**src/rtl/arena_pkg.sv**
```systemverilog
// Arena geometry, tile codes, stat limits and shared types that every rtl module imports.
package arena_pkg;

	typedef logic [8:0] coord_t;	// screen pixel coordinate.
	typedef logic [1:0] stat_t;
	typedef logic [1:0] lives_t;
	typedef logic [3:0] speed_t;	// pixels per move tick.

	typedef enum logic [3:0] {
		TILE_EMPTY      = 4'd0,
		TILE_WALL       = 4'd1,
		TILE_BRICK      = 4'd2,
		TILE_PU_BOMB    = 4'd3,
		TILE_PU_RADIUS  = 4'd4,
		TILE_PU_POTENCY = 4'd5,
		TILE_PU_THROW   = 4'd6,	// picked up, no effect yet.
		TILE_PU_LIFE    = 4'd7,
		TILE_PU_SPEED   = 4'd8,
		TILE_HEART      = 4'd9,
		TILE_BOMB       = 4'd10,
		TILE_EXPLOSION  = 4'd11,
		TILE_P1         = 4'd12,
		TILE_P2         = 4'd13,
		TILE_P1_INV     = 4'd14,
		TILE_P2_INV     = 4'd15
	} tile_id_t;

	localparam coord_t ARENA_X_MIN = 9'd72;
	localparam coord_t ARENA_X_MAX = 9'd232;
	localparam coord_t ARENA_Y_MIN = 9'd32;
	localparam coord_t ARENA_Y_MAX = 9'd192;
	localparam coord_t P1_START_X  = 9'd88;
	localparam coord_t P2_START_X  = 9'd216;
	localparam coord_t START_Y     = 9'd112;
	localparam coord_t SPRITE_EDGE = 9'd15;	// top-left to far pixel.

	localparam lives_t START_LIVES = 2'd3;
	localparam lives_t LIFE_CAP    = 2'd3;
	localparam speed_t START_SPEED = 4'd4;
	localparam speed_t SPEED_LIMIT = 4'd8;
	localparam stat_t  STAT_LIMIT  = 2'd2;	// bombs, radius and potency.
	localparam int     CORNERS     = 8;	// probe points per player.

endpackage

```
**src/rtl/coordinate_counter.sv**
```systemverilog
// One axis of a player position, stepped by the player speed inside fixed bounds.
module coordinate_counter #(
	parameter arena_pkg::coord_t START = 9'd0,
	parameter arena_pkg::coord_t MIN = 9'd0,
	parameter arena_pkg::coord_t MAX = 9'd511
) (
	input logic clock,
	input logic reset,
	input logic enable,
	input logic direction,	// 1 counts up.
	input arena_pkg::speed_t step,
	output arena_pkg::coord_t coord
);
	import arena_pkg::*;

	coord_t step_ext;

	assign step_ext = coord_t'(step);

	always_ff @(posedge clock or posedge reset)
	begin
		if (reset)
			coord <= START;
		else if (enable)
		begin
			if (direction)
			begin
				if (coord <= MAX - step_ext)	// whole step must fit.
					coord <= coord + step_ext;
			end
			else if (coord >= MIN + step_ext)
				coord <= coord - step_ext;
		end
	end

endmodule

```
**src/rtl/player_mover.sv**
```systemverilog
// Position of one player, moved on each move tick when the keys and corner probes allow it.
module player_mover #(
	parameter arena_pkg::coord_t START_X = arena_pkg::P1_START_X
) (
	input logic clock,
	input logic reset,
	input logic move_tick,
	input logic xmov,
	input logic xdir,	// 1 is +x.
	input logic ymov,
	input logic ydir,	// 1 is +y.
	input logic [arena_pkg::CORNERS-1:0] passable,
	input arena_pkg::speed_t speed,
	output arena_pkg::coord_t pos_x,
	output arena_pkg::coord_t pos_y
);
	import arena_pkg::*;

	logic x_open;	// both leading corners free.
	logic y_open;
	logic x_enable;
	logic y_enable;

	assign x_open = xdir ? (passable[6] & passable[7]) : (passable[4] & passable[5]);
	assign y_open = ydir ? (passable[2] & passable[3]) : (passable[0] & passable[1]);
	assign x_enable = move_tick & xmov & x_open;
	assign y_enable = move_tick & ymov & y_open;

	coordinate_counter #(.START(START_X), .MIN(ARENA_X_MIN), .MAX(ARENA_X_MAX)) x_counter (
		.clock, .reset, .enable(x_enable), .direction(xdir), .step(speed), .coord(pos_x)
	);

	coordinate_counter #(.START(START_Y), .MIN(ARENA_Y_MIN), .MAX(ARENA_Y_MAX)) y_counter (
		.clock, .reset, .enable(y_enable), .direction(ydir), .step(speed), .coord(pos_y)
	);

	// sprite stays inside the arena whatever the speed.
	in_bounds: assert property (@(posedge clock) disable iff (reset)
		pos_x >= ARENA_X_MIN && pos_x <= ARENA_X_MAX &&
		pos_y >= ARENA_Y_MIN && pos_y <= ARENA_Y_MAX);

endmodule

```
**src/rtl/corner_prober.sv**
```systemverilog
// Sequencer that probes the eight corner points of both players over the tile map handshake.
module corner_prober (
	input logic clock,
	input logic reset,
	input arena_pkg::coord_t p1_x,
	input arena_pkg::coord_t p1_y,
	input arena_pkg::coord_t p2_x,
	input arena_pkg::coord_t p2_y,
	input logic probe_ack,
	input arena_pkg::tile_id_t probe_tile,
	input logic probe_blast,
	output logic probe_req,
	output arena_pkg::coord_t probe_x,
	output arena_pkg::coord_t probe_y,
	output logic tile_clear,
	output arena_pkg::coord_t clear_x,
	output arena_pkg::coord_t clear_y,
	output logic [arena_pkg::CORNERS-1:0] p1_passable,
	output logic [arena_pkg::CORNERS-1:0] p2_passable,
	output logic p1_result_valid,
	output logic p2_result_valid,
	output arena_pkg::tile_id_t result_tile,
	output logic result_blast
);
	import arena_pkg::*;

	localparam int CW = $clog2(CORNERS);

	typedef enum logic [1:0] {S_LOAD, S_WAIT_ACK, S_RELEASE, S_ADVANCE} state_t;

	state_t state;
	logic player;	// 0 is player 1.
	logic [CW-1:0] corner;
	coord_t base_x;
	coord_t base_y;
	coord_t point_x;
	coord_t point_y;
	logic pu_tile;
	logic open_tile;

	assign base_x = player ? p2_x : p1_x;
	assign base_y = player ? p2_y : p1_y;

	always_comb
	begin
		if (corner[2])
		begin	// left and right columns.
			point_x = corner[1] ? base_x + coord_t'(SPRITE_EDGE + 1) : base_x - coord_t'(1);
			point_y = corner[0] ? base_y + SPRITE_EDGE : base_y;
		end
		else
		begin	// rows above and below.
			point_x = corner[0] ? base_x + SPRITE_EDGE : base_x;
			point_y = corner[1] ? base_y + coord_t'(SPRITE_EDGE + 1) : base_y - coord_t'(1);
		end
	end

	assign pu_tile = probe_tile inside {TILE_PU_BOMB, TILE_PU_RADIUS, TILE_PU_POTENCY,
		TILE_PU_THROW, TILE_PU_LIFE, TILE_PU_SPEED};
	assign open_tile = pu_tile || (probe_tile inside {TILE_EMPTY, TILE_P1, TILE_P2,
		TILE_P1_INV, TILE_P2_INV});
	assign clear_x = probe_x;	// held until the next load.
	assign clear_y = probe_y;

	always_ff @(posedge clock or posedge reset)
	begin
		if (reset)
		begin
			state <= S_LOAD;
			player <= 1'b0;
			corner <= '0;
			probe_req <= 1'b0;
			tile_clear <= 1'b0;
			p1_result_valid <= 1'b0;
			p2_result_valid <= 1'b0;
			p1_passable <= '0;
			p2_passable <= '0;
		end
		else
		begin
			tile_clear <= 1'b0;
			p1_result_valid <= 1'b0;
			p2_result_valid <= 1'b0;
			case (state)
				S_LOAD:
					if (!probe_ack)	// previous cycle fully closed.
					begin
						probe_req <= 1'b1;
						state <= S_WAIT_ACK;
					end
				S_WAIT_ACK:
					if (probe_ack)
					begin
						probe_req <= 1'b0;
						tile_clear <= pu_tile;
						p1_result_valid <= !player;
						p2_result_valid <= player;
						if (player)
							p2_passable[corner] <= open_tile;
						else
							p1_passable[corner] <= open_tile;
						state <= S_RELEASE;
					end
				S_RELEASE:
					if (!probe_ack)
						state <= S_ADVANCE;
				S_ADVANCE:
				begin
					corner <= corner + CW'(1);
					if (corner == CW'(CORNERS - 1))
						player <= ~player;	// other player's turn.
					state <= S_LOAD;
				end
			endcase
		end
	end

	always_ff @(posedge clock)
	begin
		if (state == S_LOAD)
		begin
			probe_x <= point_x;
			probe_y <= point_y;
		end
		if (state == S_WAIT_ACK && probe_ack)
		begin
			result_tile <= probe_tile;
			result_blast <= probe_blast;
		end
	end

	coord_hold: assert property (@(posedge clock) disable iff (reset)
		probe_req && $past(probe_req) |-> $stable(probe_x) && $stable(probe_y));

	req_after_ack: assert property (@(posedge clock) disable iff (reset)
		$rose(probe_req) |-> !probe_ack);

endmodule

```
**src/rtl/powerup_stats.sv**
```systemverilog
// Lives, speed and bomb stats of one player, updated from the corner probe results.
module powerup_stats (
	input logic clock,
	input logic reset,
	input logic result_valid,
	input arena_pkg::tile_id_t result_tile,
	input logic result_blast,
	input logic invincible,
	output arena_pkg::lives_t lives,
	output arena_pkg::speed_t speed,
	output arena_pkg::stat_t bombs,
	output arena_pkg::stat_t radius,
	output arena_pkg::stat_t potency,
	output logic hit
);
	import arena_pkg::*;

	logic take_hit;

	// hit also covers the cycle before the timer output rises.
	assign take_hit = result_valid & result_blast & ~invincible & ~hit;

	always_ff @(posedge clock or posedge reset)
	begin
		if (reset)
		begin
			lives <= START_LIVES;
			speed <= START_SPEED;
			bombs <= '0;
			radius <= '0;
			potency <= '0;
			hit <= 1'b0;
		end
		else
		begin
			hit <= take_hit;
			if (take_hit)
			begin
				if (lives != '0)	// floor at zero.
					lives <= lives - lives_t'(1);
			end
			else if (result_valid && result_tile == TILE_PU_LIFE && lives < LIFE_CAP)
				lives <= lives + lives_t'(1);
			if (result_valid)
			begin
				case (result_tile)
					TILE_PU_BOMB:
						if (bombs < STAT_LIMIT)
							bombs <= bombs + stat_t'(1);
					TILE_PU_RADIUS:
						if (radius < STAT_LIMIT)
							radius <= radius + stat_t'(1);
					TILE_PU_POTENCY:
						if (potency < STAT_LIMIT)
							potency <= potency + stat_t'(1);
					TILE_PU_SPEED:
						if (speed < SPEED_LIMIT)
							speed <= speed + speed_t'(1);
					default:
						;	// throw and non power-up tiles.
				endcase
			end
		end
	end

	stat_limits: assert property (@(posedge clock) disable iff (reset)
		bombs <= STAT_LIMIT && radius <= STAT_LIMIT && potency <= STAT_LIMIT &&
		speed <= SPEED_LIMIT);

endmodule

```
**src/rtl/invincibility_timer.sv**
```systemverilog
// Invincibility window after a hit; counts down a fixed number of clock ticks.
module invincibility_timer #(
	parameter int unsigned TICKS = 40
) (
	input logic clock,
	input logic reset,
	input logic start,
	output logic invincible
);
	localparam int CW = $clog2(TICKS + 1);

	logic [CW-1:0] count;	// ticks left in the window.

	always_ff @(posedge clock or posedge reset)
	begin
		if (reset)
			count <= '0;
		else if (start)
			count <= CW'(TICKS);
		else if (count != '0)
			count <= count - CW'(1);
	end

	assign invincible = (count != '0);

endmodule

```
**src/rtl/arena_datapath.sv**
```systemverilog
// Player datapath top; two players share one corner prober on the tile map handshake.
module arena_datapath #(
	parameter int unsigned INV_TICKS = 40
) (
	input logic clock,
	input logic reset,
	input logic move_tick,
	input logic p1_xmov, p1_xdir, p1_ymov, p1_ydir,
	input logic p2_xmov, p2_xdir, p2_ymov, p2_ydir,
	input logic probe_ack,
	input arena_pkg::tile_id_t probe_tile,
	input logic probe_blast,
	output logic probe_req,
	output arena_pkg::coord_t probe_x, probe_y,
	output logic tile_clear,
	output arena_pkg::coord_t clear_x, clear_y,
	output arena_pkg::coord_t p1_x, p1_y, p2_x, p2_y,
	output arena_pkg::lives_t p1_lives, p2_lives,
	output arena_pkg::speed_t p1_speed, p2_speed,
	output arena_pkg::stat_t p1_bombs, p1_radius, p1_potency,
	output arena_pkg::stat_t p2_bombs, p2_radius, p2_potency,
	output logic p1_invincible, p2_invincible
);
	import arena_pkg::*;

	logic [CORNERS-1:0] p1_passable;
	logic [CORNERS-1:0] p2_passable;
	logic p1_result_valid;
	logic p2_result_valid;
	tile_id_t result_tile;	// shared, qualified per player.
	logic result_blast;
	logic p1_hit;
	logic p2_hit;

	corner_prober prober (.*);

	player_mover #(.START_X(P1_START_X)) p1_mover (
		.clock, .reset, .move_tick,
		.xmov(p1_xmov), .xdir(p1_xdir), .ymov(p1_ymov), .ydir(p1_ydir),
		.passable(p1_passable), .speed(p1_speed), .pos_x(p1_x), .pos_y(p1_y)
	);

	player_mover #(.START_X(P2_START_X)) p2_mover (
		.clock, .reset, .move_tick,
		.xmov(p2_xmov), .xdir(p2_xdir), .ymov(p2_ymov), .ydir(p2_ydir),
		.passable(p2_passable), .speed(p2_speed), .pos_x(p2_x), .pos_y(p2_y)
	);

	powerup_stats p1_stats (
		.clock, .reset, .result_valid(p1_result_valid), .result_tile, .result_blast,
		.invincible(p1_invincible), .lives(p1_lives), .speed(p1_speed),
		.bombs(p1_bombs), .radius(p1_radius), .potency(p1_potency), .hit(p1_hit)
	);

	powerup_stats p2_stats (
		.clock, .reset, .result_valid(p2_result_valid), .result_tile, .result_blast,
		.invincible(p2_invincible), .lives(p2_lives), .speed(p2_speed),
		.bombs(p2_bombs), .radius(p2_radius), .potency(p2_potency), .hit(p2_hit)
	);

	invincibility_timer #(.TICKS(INV_TICKS)) p1_timer (
		.clock, .reset, .start(p1_hit), .invincible(p1_invincible)
	);

	invincibility_timer #(.TICKS(INV_TICKS)) p2_timer (
		.clock, .reset, .start(p2_hit), .invincible(p2_invincible)
	);

endmodule

```
**config.mk**
```make
export PLATFORM = sky130hd
export DESIGN_NAME = arena_datapath
export DESIGN_NICKNAME = d
export VERILOG_FILES = /design/src/rtl/arena_pkg.sv /design/src/rtl/coordinate_counter.sv /design/src/rtl/player_mover.sv /design/src/rtl/corner_prober.sv /design/src/rtl/powerup_stats.sv /design/src/rtl/invincibility_timer.sv /design/src/rtl/arena_datapath.sv
export SDC_FILE = /design/constraint.sdc
export NUM_CORES = 1
export LEC_CHECK = 0
export ABC_AREA = 1
export BUFFER_PORTS_ARGS = -buffer_cell sky130_fd_sc_hd__buf_2
export CAP_MARGIN = 40
export CORE_MARGIN = 2
export CORE_UTILIZATION = 42
export DETAILED_ROUTE_END_ITERATION = 16
export PLACE_DENSITY = 0.6
export SYNTH_ARGS = -nofsm -noshare
export SYNTH_HDL_FRONTEND = slang
export SYNTH_SLANG_ARGS = --single-unit
```
**constraint.sdc**
```tcl
create_clock -name clock -period 2.8 [get_ports clock]
set_input_delay 0.42 -clock clock [delete_from_list [all_inputs] [get_ports clock]]
set_output_delay 0.42 -clock clock [all_outputs]
set_load 0.01 [all_outputs]
```
==> results of run 1 <==
==> what timing repair did <==
action | 4_1_cts | 5_1_grt
resized for setup | 0 | 3
buffers inserted | 0 | 3
endpoints found under the hold margin | 0 | 0
endpoints found under the setup margin | 0 | 3
==> layer usage <==
layer	GRT usage	share of wire
met5	0	0
met4	0.0654	0.018
met2	0.336	0.45
met1	0.288	0.49
met3	0.0405	0.044
==> state kept, by name, indices dropped and copies added (netlist names), 3 cells and up <==
name / cells
p1_mover.x_counter.coord: 9
p1_mover.y_counter.coord: 9
p1_stats.speed: 4
p1_timer.count: 6
p2_mover.x_counter.coord: 9
p2_mover.y_counter.coord: 9
p2_stats.speed: 4
p2_timer.count: 6
prober.clear_x: 9
prober.clear_y: 9
prober.corner: 3
prober.p1_passable: 8
prober.p2_passable: 8
prober.result_tile: 4
==> through the flow <==
stage | utilization | cells | worst slack (ps) | cell area (µm²)
finish | 0.490 | 1585 | 190 | 10600
global route | 0.490 | 1585 | 1.32 | 10600
CTS | 0.489 | 1582 | 161 | 10600
detailed placement | 0.462 | 1550 | 178 | 10000
global placement | 0.462 | 1550 | 267 | 10000
floorplan | - | 1171 | 374 | 9210
==> logic make-up (layout without fill, tap and decap cells) <==
logic type	count (synthesis)	after routing	share of synthesized area
simple gates	532	532	0.266
flops	123	123	0.350
compound gates	169	169	0.106
buf+inv	192	326	0.0897
mux	1	1	0.00109
xor+xnor	61	61	0.0581
fa+ha+maj	93	93	0.130
==> how the worst max path moves through the flow <==
stage / from / end / slack (ps) / cells after the start
floorplan: p2_stats.speed[0] / p2_mover.y_counter.coord[6] / 370 / 12
global placement: p1_stats.speed[2] / p1_mover.y_counter.coord[6] / 270 / 14
detailed placement: p2_stats.speed[2] / p2_mover.x_counter.coord[6] / 180 / 14
CTS: p2_stats.speed[2] / p2_mover.x_counter.coord[6] / 160 / 14
global route: p1_stats.speed[1] / p1_mover.y_counter.coord[6] / 1 / 12
finish: p2_stats.speed[2] / p2_mover.x_counter.coord[6] / 190 / 14
==> placed cells by master, fill, tap and decap left out, types with 4 or more instances in the layout <==
master / Yosys / layout
sky130_fd_sc_hd__dfstp_2: 19 / 19
sky130_fd_sc_hd__nand2_2: 14 / 14
sky130_fd_sc_hd__nand2_1: 270 / 270
sky130_fd_sc_hd__nor3_2: 6 / 6
sky130_fd_sc_hd__a21o_1: 4 / 4
sky130_fd_sc_hd__inv_6: 0 / 7
sky130_fd_sc_hd__o21ai_0: 44 / 44
sky130_fd_sc_hd__buf_2: 5 / 116
sky130_fd_sc_hd__clkbuf_16: 0 / 17
sky130_fd_sc_hd__inv_1: 156 / 154
sky130_fd_sc_hd__nand4_1: 19 / 19
sky130_fd_sc_hd__o21ai_2: 7 / 7
sky130_fd_sc_hd__dfrtp_1: 81 / 79
sky130_fd_sc_hd__nor3_1: 27 / 27
sky130_fd_sc_hd__nand3b_1: 4 / 4
sky130_fd_sc_hd__xor2_1: 60 / 60
sky130_fd_sc_hd__ha_1: 89 / 89
sky130_fd_sc_hd__o211ai_1: 10 / 10
sky130_fd_sc_hd__nor2_1: 65 / 65
sky130_fd_sc_hd__fa_1: 4 / 4
sky130_fd_sc_hd__buf_4: 18 / 15
sky130_fd_sc_hd__edfxtp_1: 23 / 23
sky130_fd_sc_hd__inv_2: 6 / 7
sky130_fd_sc_hd__a21oi_1: 83 / 83
sky130_fd_sc_hd__nand2_4: 10 / 10
sky130_fd_sc_hd__nand3_1: 96 / 96
==> power by group through the flow <==
stage | clock network (W) | logic [W] | registers, W
2_1_floorplan | 0 | 0.00357 | 0.00309
3_3_place_gp | 0 | 0.00471 | 0.00312
3_5_place_dp | 0 | 0.00476 | 0.00313
4_1_cts | 0.00219 | 0.00479 | 0.00311
6_report | 0.00214 | 0.00478 | 0.00310
5_1_grt | 0.00227 | 0.00545 | 0.00319
==> area by class of cell <==
class / count / area [µm²] / share of cell area
tap: 280 / 350 / 0.0330
timing repair buffer: 132 / 713 / 0.0671
inverter: 162 / 612 / 0.0576
clock inverter: 15 / 141 / 0.0133
multi-input combinational: 856 / 5160 / 0.486
sequential: 123 / 3220 / 0.303
clock buffer: 17 / 425 / 0.0401
==> results.json, run 1 <==
{
  "final.setup.tns_ps": 0,
  "overflow": 0,
  "clockRootBuffer": "sky130_fd_sc_hd__clkbuf_16",
  "routed_wire_length_per_instance_um": 14.9,
  "synth_area_leaders": "sky130_fd_sc_hd__dfrtp_1 (22%), sky130_fd_sc_hd__ha_1 (12%), sky130_fd_sc_hd__nand2_1 (11%)",
  "synth.most_common_cell": "sky130_fd_sc_hd__nand2_1",
  "async_flop_share": 0.813,
  "cpPeakStageDelay_ps": 580,
  "drv_slew": 0,
  "die_height_um": 152,
  "grt_pass1_vias": 7741,
  "grt_pass1_wl_um": 39300,
  "antennaDiodeCount": 0,
  "clk_path_buf_depth": 2,
  "rows": 54,
  "postCtsHoldBufs": 0,
  "swShare": 0.450,
  "finalHoldViolCount": 0,
  "synth_cell_type_count": 51,
  "tritoncts_clock_tree": "built",
  "worst_setup_path_end_kind": "flop",
  "cts.clk_slew.worst_paths_ps": 60,
  "ys_dominant_reg_cell": "sky130_fd_sc_hd__dfrtp_1",
  "synth-seq-cells": 123,
  "cts.sink_count": 123,
  "maxSlewHeadroom": 0.497,
  "pwr_density_cell_nw_per_um2": 943,
  "postRouteWirelength_um": 23600,
  "max_clock_skew_ps": 11.1,
  "cts_buffers": 17,
  "cp_common_cell": "sky130_fd_sc_hd__nand3_1",
  "floorplan.die_area_um2": 23100,
  "flop_to_flop_setup_slack_ps": 190,
  "drtAntennaViolNets": 0,
  "grt_max_degree": 76,
  "worst_ep_arrival_time_ps": 2980,
  "globalRouteTotalUtil": 0.210,
  "via_per_inst": 5.03,
  "synthesized_area_per_cell_um2": 7.86,
  "power.static_leakage_nw": 5.71,
  "worstPathBufferInverterCount": 2,
  "post_synth_instance_area_um2": 9200,
  "fill_cells": 2115,
  "num_io_pins": 117,
  "power.combinational.fraction": 0.477,
  "grt_antenna_before_repair": 0,
  "hold_path.class": "primary input to async pin",
  "synth-warning-count": 0,
  "reg2reg_to": "p2_mover.x_counter.coord[6]",
  "synth_commonest_cells": "sky130_fd_sc_hd__nand2_1 (270), sky130_fd_sc_hd__inv_1 (156), sky130_fd_sc_hd__nand3_1 (96), sky130_fd_sc_hd__ha_1 (89), sky130_fd_sc_hd__a21oi_1 (83)",
  "p_int_w": 0.00551,
  "cp_data_required_time_ps": 3170,
  "drc": 0,
  "globalplace.congestion": 0.906,
  "reg2regPathDepth": 14,
  "floorplan.initialDensity": 0.424,
  "total_power_w": 0.0100,
  "floorplan_core_area_um2": 21700,
  "setup_viol": 0,
  "criticalPathCategory": "flop to flop",
  "layout-drive-gt1-share": 0.188,
  "path_max_fanout": 7,
  "critPathTopFamily": "adder cells",
  "finalCritPeriodShare": 0.932,
  "layout.nets": 1402,
  "cp_cell_sequence": "nor2_1 > nand2_1 > inv_1 > ha_1 > inv_2 > o21ai_0 > ha_1 > nand3_1 > nand3_1 > a21o_1 > a21oi_1 > xor2_1 > nand3_1 > nand2_1",
  "netlist.area_leader.share": 0.220,
  "power.sequential.fraction": 0.310,
  "worst_slew_pin_slew_ps": 751,
  "start_kind": "flop",
  "syn-num-nets": 1281,
  "max_cap_viol_count": 0,
  "crit-reg2reg-launch": "p2_stats.speed[2]",
  "synth_cells": 1171,
  "fmax_ghz": 0.383,
  "largest_area_contributor_in_the_synthesized_netlist": "sky130_fd_sc_hd__dfrtp_1",
  "status": "finished, final reports clean",
  "hold-worst-slack_ps": 56.9,
  "synth_edf_count": 23,
  "rsz0062_at_grt": "false",
  "detailroute.via_count": 7977,
  "drt_first_pass_iters": 5,
  "power.ir.vdd_worst_mv": 0.429,
  "final_period_minus_worst_setup_slack_ps": 2610,
  "buffer_ports.inserted": 116,
  "synth_sequential_area_ratio": 0.350,
  "fp.dieW_um": 152,
  "drt_first_iter_violations": 375,
  "detailed_place_hpwl_um": 18300,
  "power_switching_w": 0.00451,
  "cp_slowest_cell": "sky130_fd_sc_hd__dfstp_2",
  "cts-htree-levels": 4,
  "power.share.clock": 0.214,
  "area_delta_synth_final_pct": 15.4,
  "insertion_delay_ps": 430
}
Note: power is estimated with default switching activity, not from simulation.
==> inputs of run 2 (changes only) <==
- REMOVE_ABC_BUFFERS: not set -> 1
==> run 2 against run 1 <==
Effect of this change:
- maximum frequency rose by 1.5%
- non-clock buffer count is 10 higher
- sequential share of layout area shrank 0.26 points
- register-to-register slack improved by 40 ps
- sequential cell count unchanged
- critical path type unchanged
- global-route usage is 0.66 points lower
- sequential power about the same
==> results.json, run 2 (synthesized netlist as in run 1, its figures left out) <==
{
  "cp_cell_sequence": "nor2_1 > nand2_1 > inv_1 > ha_1 > inv_2 > o21ai_0 > ha_1 > nand3_1 > nand3_1 > a21o_1 > a21oi_1 > xor2_1 > nand3_1 > nand2_1",
  "fmax_ghz": 0.389,
  "post_dp_cell_area_um2": 10100,
  "buffer_ports.inserted": 116,
  "clockRootBuffer": "sky130_fd_sc_hd__clkbuf_16",
  "cp_slowest_cell": "sky130_fd_sc_hd__dfstp_2",
  "status": "finished, final reports clean",
  "power.static_leakage_nw": 5.75,
  "gr-max-usage-layer": "met2",
  "groute.layer.met3.usage": 0.0348,
  "cp_data_required_time_ps": 3160,
  "layout-drive-gt1-share": 0.195,
  "layout.nets": 1412,
  "setup_viol": 0,
  "cpPeakStageDelay_ps": 580,
  "final_period_minus_worst_setup_slack_ps": 2570,
  "max_cap_viol_count": 0,
  "tritoncts_clock_tree": "built",
  "cts.sink_count": 123,
  "layout_commonest_cell": "sky130_fd_sc_hd__nand2_1",
  "drc": 0,
  "globalRouteTotalUtil": 0.203,
  "criticalPathCategory": "flop to flop",
  "grt_antenna_before_repair": 0,
  "via_per_inst": 5.03,
  "cts_buffers": 17,
  "insertion_delay_ps": 430,
  "grt_max_degree": 52,
  "detailroute.via_count": 8028,
  "antennaDiodeCount": 0,
  "worst_setup_path_end_kind": "flop",
  "detailed_place_hpwl_um": 17900,
  "routed_wire_length_per_instance_um": 14.5,
  "cp_common_cell": "sky130_fd_sc_hd__nand3_1",
  "cts-htree-levels": 4,
  "rows": 54,
  "worst_slew_pin_slew_ps": 804,
  "maxSlewHeadroom": 0.461,
  "area_delta_synth_final_pct": 16.3,
  "floorplan.die_area_um2": 23100,
  "met2_usage": 0.331,
  "grt.met1_usage": 0.278,
  "num_io_pins": 117,
  "drt_first_iter_violations": 362,
  "drv_slew": 0,
  "postLayoutCoreUtil": 0.494,
  "drt_first_pass_iters": 5,
  "finalHoldViolCount": 0,
  "max_clock_skew_ps": 16.0,
  "rsz0062_at_grt": "false",
  "fp.dieW_um": 152,
  "clk_path_buf_depth": 2,
  "grt_pass1_vias": 7542,
  "die_height_um": 152,
  "drtAntennaViolNets": 0,
  "worst_ep_arrival_time_ps": 2930,
  "layout_common_cells": "sky130_fd_sc_hd__nand2_1 (270), sky130_fd_sc_hd__inv_1 (153), sky130_fd_sc_hd__buf_2 (116)",
  "flop_to_flop_setup_slack_ps": 230,
  "pwr_density_cell_nw_per_um2": 934,
  "path_max_fanout": 5,
  "start_kind": "flop",
  "floorplan.initialDensity": 0.424,
  "grt_pass1_wl_um": 38100,
  "floorplan_core_area_um2": 21700,
  "finalInstanceArea_um2": 10700,
  "power.ir.vdd_worst_mv": 0.390,
  "cts.clk_slew.worst_paths_ps": 60,
  "hold_path.class": "primary input to flop",
  "postRouteWirelength_um": 23100,
  "overflow": 0,
  "finalCritPeriodShare": 0.918,
  "globalplace.congestion": 0.852
}
==> run 2: path summary, 6_finish.rpt <==
path | end | from | depth (start not counted)
hold / removal | prober.result_blast | probe_blast | 1
max in group asynchronous | p2_mover.y_counter.coord[6] | reset | 4
setup / recovery | p2_mover.x_counter.coord[6] | p2_stats.speed[2] | 14
min in group asynchronous | p2_mover.x_counter.coord[5] | reset | 3
hold reg to reg | p2_timer.count[5] | p2_stats.hit | 2
setup reg to reg | p2_mover.x_counter.coord[6] | p2_stats.speed[2] | 14
==> run 2: final cells by class <==
type | instances | area (µm²)
Clock buffer | 17 | 425
Inverter | 162 | 611
Sequential cell | 123 | 3220
Multi-Input combinational cell | 856 | 5170
Tap cell | 280 | 350
Timing Repair Buffer | 142 | 791
Clock inverter | 15 | 140
Fill cell | 2194 | 11000
==> run 2: through the flow <==
| step | cells | setup WS (ps) | power [W] | hold WS, ps | TNS, ps |
|---|---|---|---|---|---|
| after floorplan | 1141 | -207 | 0.00641 | 441 | -16790 |
| after global placement | 1556 | 233 | 0.00783 | 434 | 0 |
| after detailed placement | 1556 | 168 | 0.00790 | 436 | 0 |
| after CTS | 1589 | 145 | 0.0101 | 150 | 0 |
| after global routing | 1595 | 5.29 | 0.0109 | 149 | 0 |
| final | 1595 | 229 | 0.0100 | 170 | 0 |
==> run 2: power by group <==
group	total, W	switching, W	internal, W
sequential	0.00309	0.000551	0.00254
clock	0.00213	0.000894	0.00123
combinational	0.00479	0.00296	0.00183
==> run 2: per-layer routing <==
layer  part of all wire  up-vias
met5                  0        -
met2               0.47      164
met3              0.043       19
met4              0.011        0
li1                   -     4124
met1               0.47     3721
==> run 2: critical path, delay by kind of cell, from the launching register on <==
| family | cells | cell delay (ps) |
|---|---|---|
| XOR/XNOR | 1 | 160 |
| AO/OA/AOI/OAI | 3 | 400 |
| AND/OR/NAND/NOR | 6 | 570 |
| buffers and inverters | 2 | 150 |
| adder cells (fa/ha/maj) | 2 | 670 |
| flip-flops | 1 | 580 |
==> run 2: timing repair <==
item                       4_1_cts  5_1_grt
resized for setup                0        9
hold buffers                     1        0
setup endpoints to repair        0        6
setup buffers                    0        6
hold endpoints to repair        17        0
